$ cat src/sopc_pkg.sv
package sopc_pkg;

	// bus targets behind the wishbone slave port
	typedef enum logic [2:0] {
		TGT_BASERAM,
		TGT_EXTRAM,
		TGT_TIMER,
		TGT_SEG,
		TGT_NONE
	} target_t;

	// address bits 31..28 for each target
	localparam logic [3:0] TGT_BASE_BASERAM = 4'h0;
	localparam logic [3:0] TGT_BASE_EXTRAM  = 4'h1;
	localparam logic [3:0] TGT_BASE_TIMER   = 4'h2;
	localparam logic [3:0] TGT_BASE_SEG     = 4'h3;

	// sram word address width for 1M words per bank
	localparam int SRAM_AW = 20;

	// cycles oe_n or we_n stays low per access
	localparam int SRAM_WAIT = 2;

	// sram controller states
	typedef enum logic [1:0] {
		ST_IDLE,
		ST_RD,
		ST_WR,
		ST_DONE
	} sram_state_t;

	// timer register byte offsets
	localparam logic [3:0] TMR_COUNT   = 4'h0;
	localparam logic [3:0] TMR_COMPARE = 4'h4;
	localparam logic [3:0] TMR_CTRL    = 4'h8;

	// timer ctrl bits
	localparam int TMR_CTRL_EN  = 0;
	localparam int TMR_CTRL_PND = 1;

endpackage

$ cat src/wb_bus_decode.sv
`timescale 1ns/1ps

module wb_bus_decode (
	input  logic        clk,
	input  logic        rst_n_i,
	input  logic        wb_cyc_i,
	input  logic        wb_stb_i,
	input  logic [31:0] wb_addr_i,
	output logic [31:0] wb_data_o,
	output logic        wb_ack_o,
	output logic        sram_stb_o,
	output logic        bank_sel_o,
	output logic        tmr_stb_o,
	output logic        seg_stb_o,
	input  logic        sram_ack_i,
	input  logic [31:0] sram_data_i,
	input  logic        tmr_ack_i,
	input  logic [31:0] tmr_data_i,
	input  logic        seg_ack_i,
	input  logic [31:0] seg_data_i
);
	import sopc_pkg::*;

	target_t tgt;
	logic    req;
	logic    none_ack;

	always_comb begin
		case (wb_addr_i[31:28])
			TGT_BASE_BASERAM: tgt = TGT_BASERAM;
			TGT_BASE_EXTRAM:  tgt = TGT_EXTRAM;
			TGT_BASE_TIMER:   tgt = TGT_TIMER;
			TGT_BASE_SEG:     tgt = TGT_SEG;
			default:          tgt = TGT_NONE;
		endcase
	end

	assign req        = wb_cyc_i & wb_stb_i;
	assign sram_stb_o = req & ((tgt == TGT_BASERAM) | (tgt == TGT_EXTRAM));
	assign bank_sel_o = (tgt == TGT_EXTRAM);
	assign tmr_stb_o  = req & (tgt == TGT_TIMER);
	assign seg_stb_o  = req & (tgt == TGT_SEG);

	// unmapped space answers itself
	always_ff @(posedge clk or negedge rst_n_i) begin
		if (!rst_n_i) begin
			none_ack <= 1'b0;
		end else begin
			none_ack <= req & (tgt == TGT_NONE) & ~none_ack;
		end
	end

	always_comb begin
		case (tgt)
			TGT_BASERAM, TGT_EXTRAM: wb_data_o = sram_data_i;
			TGT_TIMER:               wb_data_o = tmr_data_i;
			TGT_SEG:                 wb_data_o = seg_data_i;
			default:                 wb_data_o = 32'h0;
		endcase
	end

	assign wb_ack_o = sram_ack_i | tmr_ack_i | seg_ack_i | none_ack;

	// every ack answers a request seen on the previous edge
	a_ack_has_req: assert property (@(posedge clk) disable iff (!rst_n_i)
		wb_ack_o |-> $past(wb_cyc_i && wb_stb_i));

endmodule

$ cat src/sram_ctrl_fsm.sv
`timescale 1ns/1ps

module sram_ctrl_fsm (
	input  logic                  clk,
	input  logic                  rst_n_i,
	input  logic                  stb_i,
	input  logic                  we_i,
	input  logic [3:0]            sel_i,
	input  logic                  bank_sel_i,
	output sopc_pkg::sram_state_t state_o,
	output logic                  base_ce_n_o,
	output logic                  ext_ce_n_o,
	output logic                  oe_n_o,
	output logic                  we_n_o,
	output logic                  data_oe_o,
	output logic                  ack_o
);
	import sopc_pkg::*;

	localparam int CNT_W = (SRAM_WAIT > 1) ? $clog2(SRAM_WAIT) : 1;

	sram_state_t      state_q;
	sram_state_t      state_d;
	logic [CNT_W-1:0] wait_cnt;
	logic             wait_last;
	logic             active;

	assign wait_last = (wait_cnt == CNT_W'(SRAM_WAIT - 1));

	always_comb begin
		state_d = state_q;
		case (state_q)
			ST_IDLE: begin
				// full-word write needs no old data
				if (stb_i) begin
					state_d = (we_i && sel_i == 4'hf) ? ST_WR : ST_RD;
				end
			end
			ST_RD: begin
				if (wait_last) begin
					state_d = we_i ? ST_WR : ST_DONE;
				end
			end
			ST_WR: begin
				if (wait_last) begin
					state_d = ST_DONE;
				end
			end
			default: begin
				state_d = ST_IDLE;
			end
		endcase
	end

	always_ff @(posedge clk or negedge rst_n_i) begin
		if (!rst_n_i) begin
			state_q  <= ST_IDLE;
			wait_cnt <= '0;
		end else begin
			state_q <= state_d;
			if (state_d != state_q) begin
				wait_cnt <= '0;
			end else if (active) begin
				wait_cnt <= wait_cnt + 1'b1;
			end
		end
	end

	assign active      = (state_q == ST_RD) || (state_q == ST_WR);
	assign state_o     = state_q;
	assign base_ce_n_o = ~(active & ~bank_sel_i);
	assign ext_ce_n_o  = ~(active & bank_sel_i);
	assign oe_n_o      = ~(state_q == ST_RD);
	assign we_n_o      = ~(state_q == ST_WR);
	assign data_oe_o   = (state_q == ST_WR);
	assign ack_o       = (state_q == ST_DONE);

	a_no_oe_we: assert property (@(posedge clk) disable iff (!rst_n_i)
		!(!oe_n_o && !we_n_o));
	a_one_bank: assert property (@(posedge clk) disable iff (!rst_n_i)
		!(!base_ce_n_o && !ext_ce_n_o));

endmodule

$ cat src/sram_datapath.sv
`timescale 1ns/1ps

module sram_datapath (
	input  logic                  clk,
	input  logic                  rst_n_i,
	input  sopc_pkg::sram_state_t state_i,
	input  logic [3:0]            sel_i,
	input  logic                  bank_sel_i,
	input  logic [31:0]           wb_data_i,
	input  logic [31:0]           base_data_i,
	input  logic [31:0]           ext_data_i,
	output logic [31:0]           sram_data_o,
	output logic [31:0]           rd_data_o
);
	import sopc_pkg::*;

	logic [31:0] bank_data;
	logic [31:0] rd_q;
	logic [31:0] merged;

	assign bank_data = bank_sel_i ? ext_data_i : base_data_i;

	// last cycle of the read phase wins
	always_ff @(posedge clk or negedge rst_n_i) begin
		if (!rst_n_i) begin
			rd_q <= 32'h0;
		end else if (state_i == ST_RD) begin
			rd_q <= bank_data;
		end
	end

	// byte lane merge for read-modify-write
	always_comb begin
		for (int i = 0; i < 4; i++) begin
			merged[i*8 +: 8] = sel_i[i] ? wb_data_i[i*8 +: 8] : rd_q[i*8 +: 8];
		end
	end

	// keep the bus quiet outside the write phase
	assign sram_data_o = (state_i == ST_WR) ? merged : 32'h0;
	assign rd_data_o   = rd_q;

endmodule

$ cat src/timer_unit.sv
`timescale 1ns/1ps

module timer_unit (
	input  logic        clk,
	input  logic        rst_n_i,
	input  logic        stb_i,
	input  logic        we_i,
	input  logic [1:0]  addr_i,
	input  logic [31:0] data_i,
	output logic [31:0] data_o,
	output logic        ack_o,
	output logic        timer_int_o
);
	import sopc_pkg::*;

	logic [31:0] count;
	logic [31:0] compare;
	logic        enable;
	logic        pending;
	logic        access;
	logic [3:0]  offset;

	assign access = stb_i & ~ack_o;
	assign offset = {addr_i, 2'b00};

	always_ff @(posedge clk or negedge rst_n_i) begin
		if (!rst_n_i) begin
			count   <= 32'h0;
			compare <= 32'h0;
			enable  <= 1'b0;
			pending <= 1'b0;
			ack_o   <= 1'b0;
		end else begin
			ack_o <= access;
			if (access && we_i && offset == TMR_COUNT) begin
				count <= data_i;
			end else if (enable) begin
				count <= count + 32'd1;
			end
			if (access && we_i && offset == TMR_COMPARE) begin
				compare <= data_i;
			end
			if (access && we_i && offset == TMR_CTRL) begin
				enable <= data_i[TMR_CTRL_EN];
			end
			// software clear beats a new match
			if (access && we_i && offset == TMR_CTRL && data_i[TMR_CTRL_PND]) begin
				pending <= 1'b0;
			end else if (enable && count == compare) begin
				pending <= 1'b1;
			end
		end
	end

	always_comb begin
		case (offset)
			TMR_COUNT:   data_o = count;
			TMR_COMPARE: data_o = compare;
			TMR_CTRL:    data_o = {30'h0, pending, enable};
			default:     data_o = 32'h0;
		endcase
	end

	assign timer_int_o = pending;

	a_ack_pulse: assert property (@(posedge clk) disable iff (!rst_n_i)
		ack_o |=> !ack_o);

endmodule

$ cat src/segdisp_unit.sv
`timescale 1ns/1ps

module segdisp_unit (
	input  logic        clk,
	input  logic        rst_n_i,
	input  logic        stb_i,
	input  logic        we_i,
	input  logic [31:0] data_i,
	output logic [31:0] data_o,
	output logic        ack_o,
	output logic [6:0]  seg0_o,
	output logic [6:0]  seg1_o
);

	logic [7:0] disp_q;

	// bit 0 is segment a, bit 6 is g
	function automatic logic [6:0] hex_glyph(input logic [3:0] nib);
		case (nib)
			4'h0: hex_glyph = 7'h3f;
			4'h1: hex_glyph = 7'h06;
			4'h2: hex_glyph = 7'h5b;
			4'h3: hex_glyph = 7'h4f;
			4'h4: hex_glyph = 7'h66;
			4'h5: hex_glyph = 7'h6d;
			4'h6: hex_glyph = 7'h7d;
			4'h7: hex_glyph = 7'h07;
			4'h8: hex_glyph = 7'h7f;
			4'h9: hex_glyph = 7'h6f;
			4'ha: hex_glyph = 7'h77;
			4'hb: hex_glyph = 7'h7c;
			4'hc: hex_glyph = 7'h39;
			4'hd: hex_glyph = 7'h5e;
			4'he: hex_glyph = 7'h79;
			default: hex_glyph = 7'h71;
		endcase
	endfunction

	always_ff @(posedge clk or negedge rst_n_i) begin
		if (!rst_n_i) begin
			disp_q <= 8'h00;
			ack_o  <= 1'b0;
		end else begin
			ack_o <= stb_i & ~ack_o;
			if (stb_i && !ack_o && we_i) begin
				disp_q <= data_i[7:0];
			end
		end
	end

	assign data_o = {24'h0, disp_q};
	assign seg0_o = hex_glyph(disp_q[3:0]);
	assign seg1_o = hex_glyph(disp_q[7:4]);

endmodule

$ cat src/sopc_bus.sv
`timescale 1ns/1ps

module sopc_bus (
	input  logic                         clk,
	input  logic                         rst_n_i,
	input  logic                         wb_cyc_i,
	input  logic                         wb_stb_i,
	input  logic                         wb_we_i,
	input  logic [31:0]                  wb_addr_i,
	input  logic [3:0]                   wb_sel_i,
	input  logic [31:0]                  wb_data_i,
	output logic [31:0]                  wb_data_o,
	output logic                         wb_ack_o,
	output logic [sopc_pkg::SRAM_AW-1:0] baseram_addr_o,
	output logic [31:0]                  baseram_data_o,
	output logic                         baseram_data_oe_o,
	input  logic [31:0]                  baseram_data_i,
	output logic                         baseram_ce_n_o,
	output logic                         baseram_oe_n_o,
	output logic                         baseram_we_n_o,
	output logic [sopc_pkg::SRAM_AW-1:0] extram_addr_o,
	output logic [31:0]                  extram_data_o,
	output logic                         extram_data_oe_o,
	input  logic [31:0]                  extram_data_i,
	output logic                         extram_ce_n_o,
	output logic                         extram_oe_n_o,
	output logic                         extram_we_n_o,
	output logic                         timer_int_o,
	output logic [6:0]                   segdisp0_o,
	output logic [6:0]                   segdisp1_o
);
	import sopc_pkg::*;

	logic        sram_stb, sram_ack, bank_sel;
	logic        tmr_stb, tmr_ack, seg_stb, seg_ack;
	logic [31:0] sram_rd_data, sram_wr_data, tmr_data, seg_data;
	logic        oe_n, we_n, data_oe;
	sram_state_t sram_state;

	// both banks share address, write data and strobes
	assign baseram_addr_o    = wb_addr_i[SRAM_AW+1:2];
	assign extram_addr_o     = wb_addr_i[SRAM_AW+1:2];
	assign baseram_data_o    = sram_wr_data;
	assign extram_data_o     = sram_wr_data;
	assign baseram_oe_n_o    = oe_n;
	assign extram_oe_n_o     = oe_n;
	assign baseram_we_n_o    = we_n;
	assign extram_we_n_o     = we_n;
	assign baseram_data_oe_o = data_oe & ~bank_sel;
	assign extram_data_oe_o  = data_oe & bank_sel;

	wb_bus_decode u_decode (.clk(clk), .rst_n_i(rst_n_i), .wb_cyc_i(wb_cyc_i),
		.wb_stb_i(wb_stb_i), .wb_addr_i(wb_addr_i), .wb_data_o(wb_data_o),
		.wb_ack_o(wb_ack_o), .sram_stb_o(sram_stb), .bank_sel_o(bank_sel),
		.tmr_stb_o(tmr_stb), .seg_stb_o(seg_stb), .sram_ack_i(sram_ack),
		.sram_data_i(sram_rd_data), .tmr_ack_i(tmr_ack), .tmr_data_i(tmr_data),
		.seg_ack_i(seg_ack), .seg_data_i(seg_data));

	sram_ctrl_fsm u_sram_fsm (.clk(clk), .rst_n_i(rst_n_i), .stb_i(sram_stb),
		.we_i(wb_we_i), .sel_i(wb_sel_i), .bank_sel_i(bank_sel), .state_o(sram_state),
		.base_ce_n_o(baseram_ce_n_o), .ext_ce_n_o(extram_ce_n_o), .oe_n_o(oe_n),
		.we_n_o(we_n), .data_oe_o(data_oe), .ack_o(sram_ack));

	sram_datapath u_sram_dp (.clk(clk), .rst_n_i(rst_n_i), .state_i(sram_state),
		.sel_i(wb_sel_i), .bank_sel_i(bank_sel), .wb_data_i(wb_data_i),
		.base_data_i(baseram_data_i), .ext_data_i(extram_data_i),
		.sram_data_o(sram_wr_data), .rd_data_o(sram_rd_data));

	timer_unit u_timer (.clk(clk), .rst_n_i(rst_n_i), .stb_i(tmr_stb), .we_i(wb_we_i),
		.addr_i(wb_addr_i[3:2]), .data_i(wb_data_i), .data_o(tmr_data),
		.ack_o(tmr_ack), .timer_int_o(timer_int_o));

	segdisp_unit u_segdisp (.clk(clk), .rst_n_i(rst_n_i), .stb_i(seg_stb),
		.we_i(wb_we_i), .data_i(wb_data_i), .data_o(seg_data), .ack_o(seg_ack),
		.seg0_o(segdisp0_o), .seg1_o(segdisp1_o));

endmodule

$ cat config.mk
export PLATFORM = sky130hd
export DESIGN_NAME = sopc_bus
export DESIGN_NICKNAME = d
export VERILOG_FILES = /design/src/sopc_pkg.sv /design/src/wb_bus_decode.sv /design/src/sram_ctrl_fsm.sv /design/src/sram_datapath.sv /design/src/timer_unit.sv /design/src/segdisp_unit.sv /design/src/sopc_bus.sv
export SDC_FILE = /design/constraint.sdc
export NUM_CORES = 1
export LEC_CHECK = 0
export BUFFER_PORTS_ARGS = -buffer_cell sky130_fd_sc_hd__buf_4
export CORE_MARGIN = 2
export CORE_UTILIZATION = 40
export DETAILED_ROUTE_END_ITERATION = 12
export PLACE_DENSITY = 0.66
export SYNTH_ARGS = -nofsm -noshare
export SYNTH_HDL_FRONTEND = slang
export SYNTH_HIERARCHICAL = 1
export SYNTH_SLANG_ARGS = --single-unit
$ cat constraint.sdc
create_clock -name clk -period 2.2 [get_ports clk]
set_input_delay 0.33 -clock clk [delete_from_list [all_inputs] [get_ports clk]]
set_output_delay 0.33 -clock clk [all_outputs]
set_load 0.05 [all_outputs]
# Word level (Yosys, flattened, before mapping)
# Memories as Yosys holds them, arrays and structs flattened.
# Cells that the tools add are included.
[word_totals]
mem_bits_ro = 224
output_inout_bits = 160
inputBits = 137
mem_count = 2
word_cells = 94
reg_bits = 112
[memory_table]
columns = ["name", "words", "word_bits", "read_ports", "rd_ports_with_merged_regs", "wr", "line", "source"]
rows = [
  ["(name not given)", 16, 7, 1, 0, 0, "segdisp_unit.sv:19", "case (nib)"],
  ["(name not given)", 16, 7, 1, 0, 0, "segdisp_unit.sv:19", ""],
]
[classes]
mux = 21
addsub = 2
reduce_logical = 19
bitwise = 24
eq_ne = 15
[ops]
columns = ["op", "count"]
rows = [
  ["$pmux W32 S3", 2],
  ["$mux W32", 4],
  ["$add A32 B1 Y32 const B", 1],
  ["$eq A32 B32 Y1", 1],
  ["$mux W8", 4],
  ["$and A1 B1 Y1", 12],
  ["$pmux W3 S4", 1],
  ["$logic_and A1 B1 Y1", 9],
  ["$eq A4 B2 Y1 const B", 2],
  ["$logic_not A4 Y1", 2],
  ["$mux W2", 4],
  ["$not A1 Y1", 8],
  ["$eq A2 B2 Y1 const B", 3],
  ["$eq A3 B2 Y1 const B", 2],
  ["$pmux W2 S3", 1],
  ["$reduce_bool A2 Y1", 3],
  ["$mux W1", 5],
  ["$eq A2 B1 Y1 const B", 2],
  ["$eq A4 B1 Y1 const B", 1],
  ["$eq A4 B4 Y1 const B", 1],
  ["$or A1 B1 Y1", 4],
  ["$eq A3 B1 Y1 const B", 1],
  ["$eq A3 B3 Y1 const B", 1],
  ["$logic_not A3 Y1", 1],
  ["6 further kinds", 6],
]

# Depth between registers and ports, before layout
[logic_depth]
ltp_word = 9
mapped_depth = 9
depth_no_buf = 7

# By module
# Netlist, hierarchy kept.
[by_module_without_submodules]
columns = ["mod", "area_each_um2", "instances", "cells_per_inst"]
rows = [
  ["timer_unit", 4063.9, 1, 406],
  ["sram_datapath", 2303.5, 1, 177],
  ["segdisp_unit", 1043.5, 1, 111],
  ["wb_bus_decode", 912.1, 1, 122],
  ["sopc_bus", 571.8, 1, 76],
  ["sram_ctrl_fsm", 344.1, 1, 41],
]

# Worst setup path before layout
# Ideal clock, no wire load.
[synth_path]
path_type = "input port to output port"
from = "in wb_addr_i[2]"
to = "out wb_data_o[6]"
n_path_buf = 2
required_ns = 1.870
path_slack_ns = -0.511
cell_stages = 6
arrival_time_ns = 2.381
cell_sequence = "clkbuf_1 buf_2 mux2i_1 nor2_1 mux2i_1 a211oi_1"
[synth_via]
elab_chain_cells = 3
elab_cells_between_ends = 5
cone_classes = "eq/ne: 2; mux: 2; reduce/logical: 1"
[synth_rtl]
columns = ["element", "line", "source"]
rows = [
  ["start, declared", "sopc_bus.sv:9", "input logic [31:0] wb_addr_i,"],
  ["$eq A2 B2 Y1 (tied with other cells)", "timer_unit.sv:56", "case (offset)"],
  ["$pmux W32 S3 (*)", "timer_unit.sv:56", ""],
  ["net tmr_data[6]", "sopc_bus.sv:36", "logic [31:0] sram_rd_data, sram_wr_data, tmr_data, seg_data;"],
  ["$pmux W32 S3 (*)", "wb_bus_decode.sv:54", "case (tgt)"],
  ["end, declared", "sopc_bus.sv:12", "output logic [31:0] wb_data_o,"],
]
# The timed path passes the listed nets; every way through them passes the cells marked *.

# Final worst setup path
[layout_path]
from = "reg u_segdisp.disp_q[4]"
to = "out segdisp1_o[3]"
[layout_via]
elab_chain_cells = 1
[layout_rtl]
columns = ["element", "line", "source"]
rows = [
  ["start, declared", "segdisp_unit.sv:15", "logic [7:0] disp_q;"],
  ["start signal, assigned", "segdisp_unit.sv:46", "disp_q <= data_i[7:0];"],
  ["$mem_v2 Z16 W7", "-", ""],
  ["end, declared", "sopc_bus.sv:30", "output logic [6:0] segdisp1_o"],
]
# Every way passes these cells.

==> out/qor.csv <==
stage;metric;value;unit
grt;gr-total-overflow;0;
detailed_routing;routed_wl;24200;microns
synthesis;synth_top_family_by_area;multiplexers;
setup_path;crit_family;flip-flops;
setup_path;crit_type;flip-flop to output pin;
finish;diodes;0;
power_and_ir_drop;power;11.8;mW
synthesis;synth_cells;933;
die;die_w;156;microns
cts;cts_root_buffer;clkbuf_16;
synthesis;netlist_area;0.00924;sq mm
die;initial_core_util;40.8;%
synthesis;synth_area_leaders;dfrtp_1 (30%), mux2i_1 (11%), mux2_4 (9.9%);
synthesis;synth-xor-area-share;5.97;%
setup_path;crit_path_cell_trace;ha_2 -> or2b_1 -> and3_4 -> a31oi_2 -> buf_6;
cts;cts_made_buffers;9;
sta;holdWs;0.198;ns
die;dieArea;0.0243;sq mm
synthesis;synth_area_per_cell;9.90;sq um
sta;finalSetupViolations;0;
setup_path;critPathRequiredTime;1.87;ns
setup_path;crit_fanout;6;
synthesis;synth-edff-count;0;
synthesis;netlist.top_cell.by_area;dfrtp_1;
cts;htree_levels;3;
outcome;status;finished clean;
detailed_routing;routed_via_density;5.11;
hold_path;hp-start;wb_data_i[22];
synthesis;synth_compound_area_share;7.30;%
cts;clockBufferDepth;2;
setup_path;worst_path_max_delay_cell;dfrtp_2;
synthesis;ys_seq_elements;112;
synthesis;synth_top_area_share;30.3;%
detailed_routing;drc;0;
grt;grt_max_degree;55;
sta;worst_pin_slew;0.545;ns
synthesis;ys_types;67;
placed_design;portBuffers;234;
job;max_cap_viol_count;0;
sta;slew_viol_final;0;
setup_path;critPathBufInv;1;
detailed_routing;via_count;7012;
grt;grt_usage;19.8;%
finish;nets;1238;
synthesis;post-synth-top-count-cell;dfrtp_1;
finish;drive_above_1_share;42.8;%
setup_path;crit_arrival;1.79;ns
setup_path;critPathMaxStageDelay;0.45;ns
power_and_ir_drop;leakagePower;5.17;nW
finish;regArea;0.00281;sq mm
grt;grt_antenna_before_repair;0;
cts;cts_sinks;112;
grt;grt_pass1_vias;6851;
detailed_routing;wire_per_inst;17.7;microns
grt;grt_first_pass_wirelength;37500;microns
hold_path;hp-class;input port to flip-flop;
finish;fillCellCount;2108;
synthesis;yosys.area_share.adder;2.71;%
sta;slew_headroom;63.7;%
synthesis;ys.flop_type;dfrtp_1;
detailed_routing;ant_nets;0;
synthesis;synthMuxAreaShare;26.6;%
power_and_ir_drop;peakVddDrop;0.000627;V
detailed_routing;first_pass_iters;4;
die;core-area;0.0226;sq mm
power_and_ir_drop;p_per_area;1030;mW/mm^2
cts;cts.clk_slew.worst_paths;0.07;ns
setup_path;cp-start-kind;flip-flop;
synthesis;synthSimpleGateAreaFrac;13.6;%
sta;timing.final.crit_share;96.5;%
setup_path;crit_path_end_kind;output pin;
synthesis;synth_warnings;6;
finish;syn_to_final_growth;23.8;%
sta;hold_viol;0;
placed_design;hpwl;18900;microns
cts;cts_tree;done;
synthesis;ys_async_sr_fraction;100;%
synthesis;synthTopCellsByCount;dfrtp_1 (112), nor2_1 (111), buf_4 (102), mux2i_1 (101), mux2_4 (61);
sta;finalClockSkew;0.00967;ns
die;die_height;156;microns
setup_path;rr_startpoint;u_sram_fsm/state_o[1]$_DFF_PN0_;
synthesis;yosysSeqAreaShare;30.3;%
sta;fin_crit;2.12;ns
finish;multi_input_area;0.00571;sq mm
placed_design;gp_congestion;0.878;
sta;fmax;0.471;GHz
die;num_rows;55;
cts;worst_skew_pair.late_latency;0.36;ns
setup_path;crit_path_start;u_segdisp/disp_q[4]$_DFFE_PN0P_;
detailed_routing;drtIter0Drc;372;
die;io_pins;297;
-- power by group --
part | switching, mW | total [mW] | internal [mW]
Clock | 0.801 | 1.61 | 0.810
Combinational | 4.26 | 6.86 | 2.60
Sequential | 0.740 | 3.36 | 2.62
Total | 5.80 | 11.8 | 6.03
-- logic make-up after synthesis --
logic type               count (synthesis)
AND/OR/NAND/NOR                        247
multiplexers                           209
buffers and inverters                  178
flip-flops                             112
AO/OA/AOI/OAI                          103
XOR/XNOR                                63
adder cells (fa/ha/maj)                 20
other                                    1
-- metal layers --
layer  vias up  track usage (%)  share of wire (%)  routed length, microns
met1      3410             25.5                 44                   10700
met4         0             4.41                1.4                     328
met5         -                0                  0                       0
met2       182             34.1                 49                   11900
met3        37             4.28                5.0                    1220
li1       3383                -                  -                       -
-- layout by cell type, fill, tap and decap left out, types with 20 or more instances in the layout --
cell type,synthesis,routed
mux2_4,61,61
xnor2_1,43,43
a211oi_4,0,29
mux2i_1,101,101
mux2_2,47,47
o21ai_0,25,25
nor2_1,111,111
nand2_1,45,45
buf_4,102,259
dfrtp_1,112,107
xor2_1,20,20
conb_1,1,24
-- flip-flops by register name, indices dropped and copies added (netlist names) --
signal	cells
u_timer/timer_int_o	1
u_sram_fsm/state_o	2
u_sram_dp/rd_data_o	32
u_sram_fsm/wait_cnt	1
u_timer/ack_o	1
u_timer/count	32
u_timer/enable	1
u_decode/none_ack	1
u_timer/compare	32
u_segdisp/disp_q	8
u_segdisp/ack_o	1
-- worst paths after layout --
kind,to,slack (ns),depth (start not counted)
hold / removal,u_timer/count[22]$_DFFE_PN0P_,0.20,3
setup reg to reg,u_sram_fsm/wait_cnt$_DFFE_PN0P_,0.23,6
setup / recovery,segdisp1_o[3],0.08,5
max in group asynchronous,u_sram_fsm/state_o[0]$_DFF_PN0_,1.27,3
min in group asynchronous,u_sram_dp/rd_data_o[17]$_DFFE_PN0N_,0.36,2
hold reg to reg,u_decode/none_ack$_DFF_PN0_,0.42,1
-- worst reg2reg max path, delay by kind of cell (launching register included) --
family / cells / cell delay, ns
DFF: 1 / 0.50
and+or+nand+nor: 2 / 0.48
AOI/OAI and AO/OA: 2 / 0.47
adders and majority gates: 1 / 0.26
buffers and inverters: 1 / 0.14
-- cell type report --
| class | instances | share of cell area [%] |
|---|---|---|
| tap | 285 | 3.12 |
| sequential | 112 | 24.6 |
| timing repair buffer | 274 | 19.4 |
| inverter | 18 | 0.591 |
| multi-input combinational | 666 | 49.9 |
| clock inverter | 5 | 0.361 |
| clock buffer | 11 | 2.12 |
-- stage by stage --
step / cell area, sq um / util (%) / TNS [ns] / worst slack, ns / instances
floorplan: 9700 / - / -1.19 / -0.0455 / 956
global placement: 11100 / 49.0 / -0.513 / -0.0190 / 1351
detailed placement: 11100 / 49.0 / -0.394 / -0.0206 / 1351
CTS: 11400 / 50.3 / -0.00211 / -0.00211 / 1368
global route: 11400 / 50.5 / -0.00275 / -0.00275 / 1371
finish: 11400 / 50.5 / 0 / 0.0778 / 1371
-- repair_timing --
item / CTS / global route
endpoints found under the hold margin: 10 / 0
gates resized for setup: 6 / 8
hold buffers: 1 / 0
buffers inserted: 0 / 3
setup endpoints to repair: 5 / 11
(Power assumes the default switching activity.)
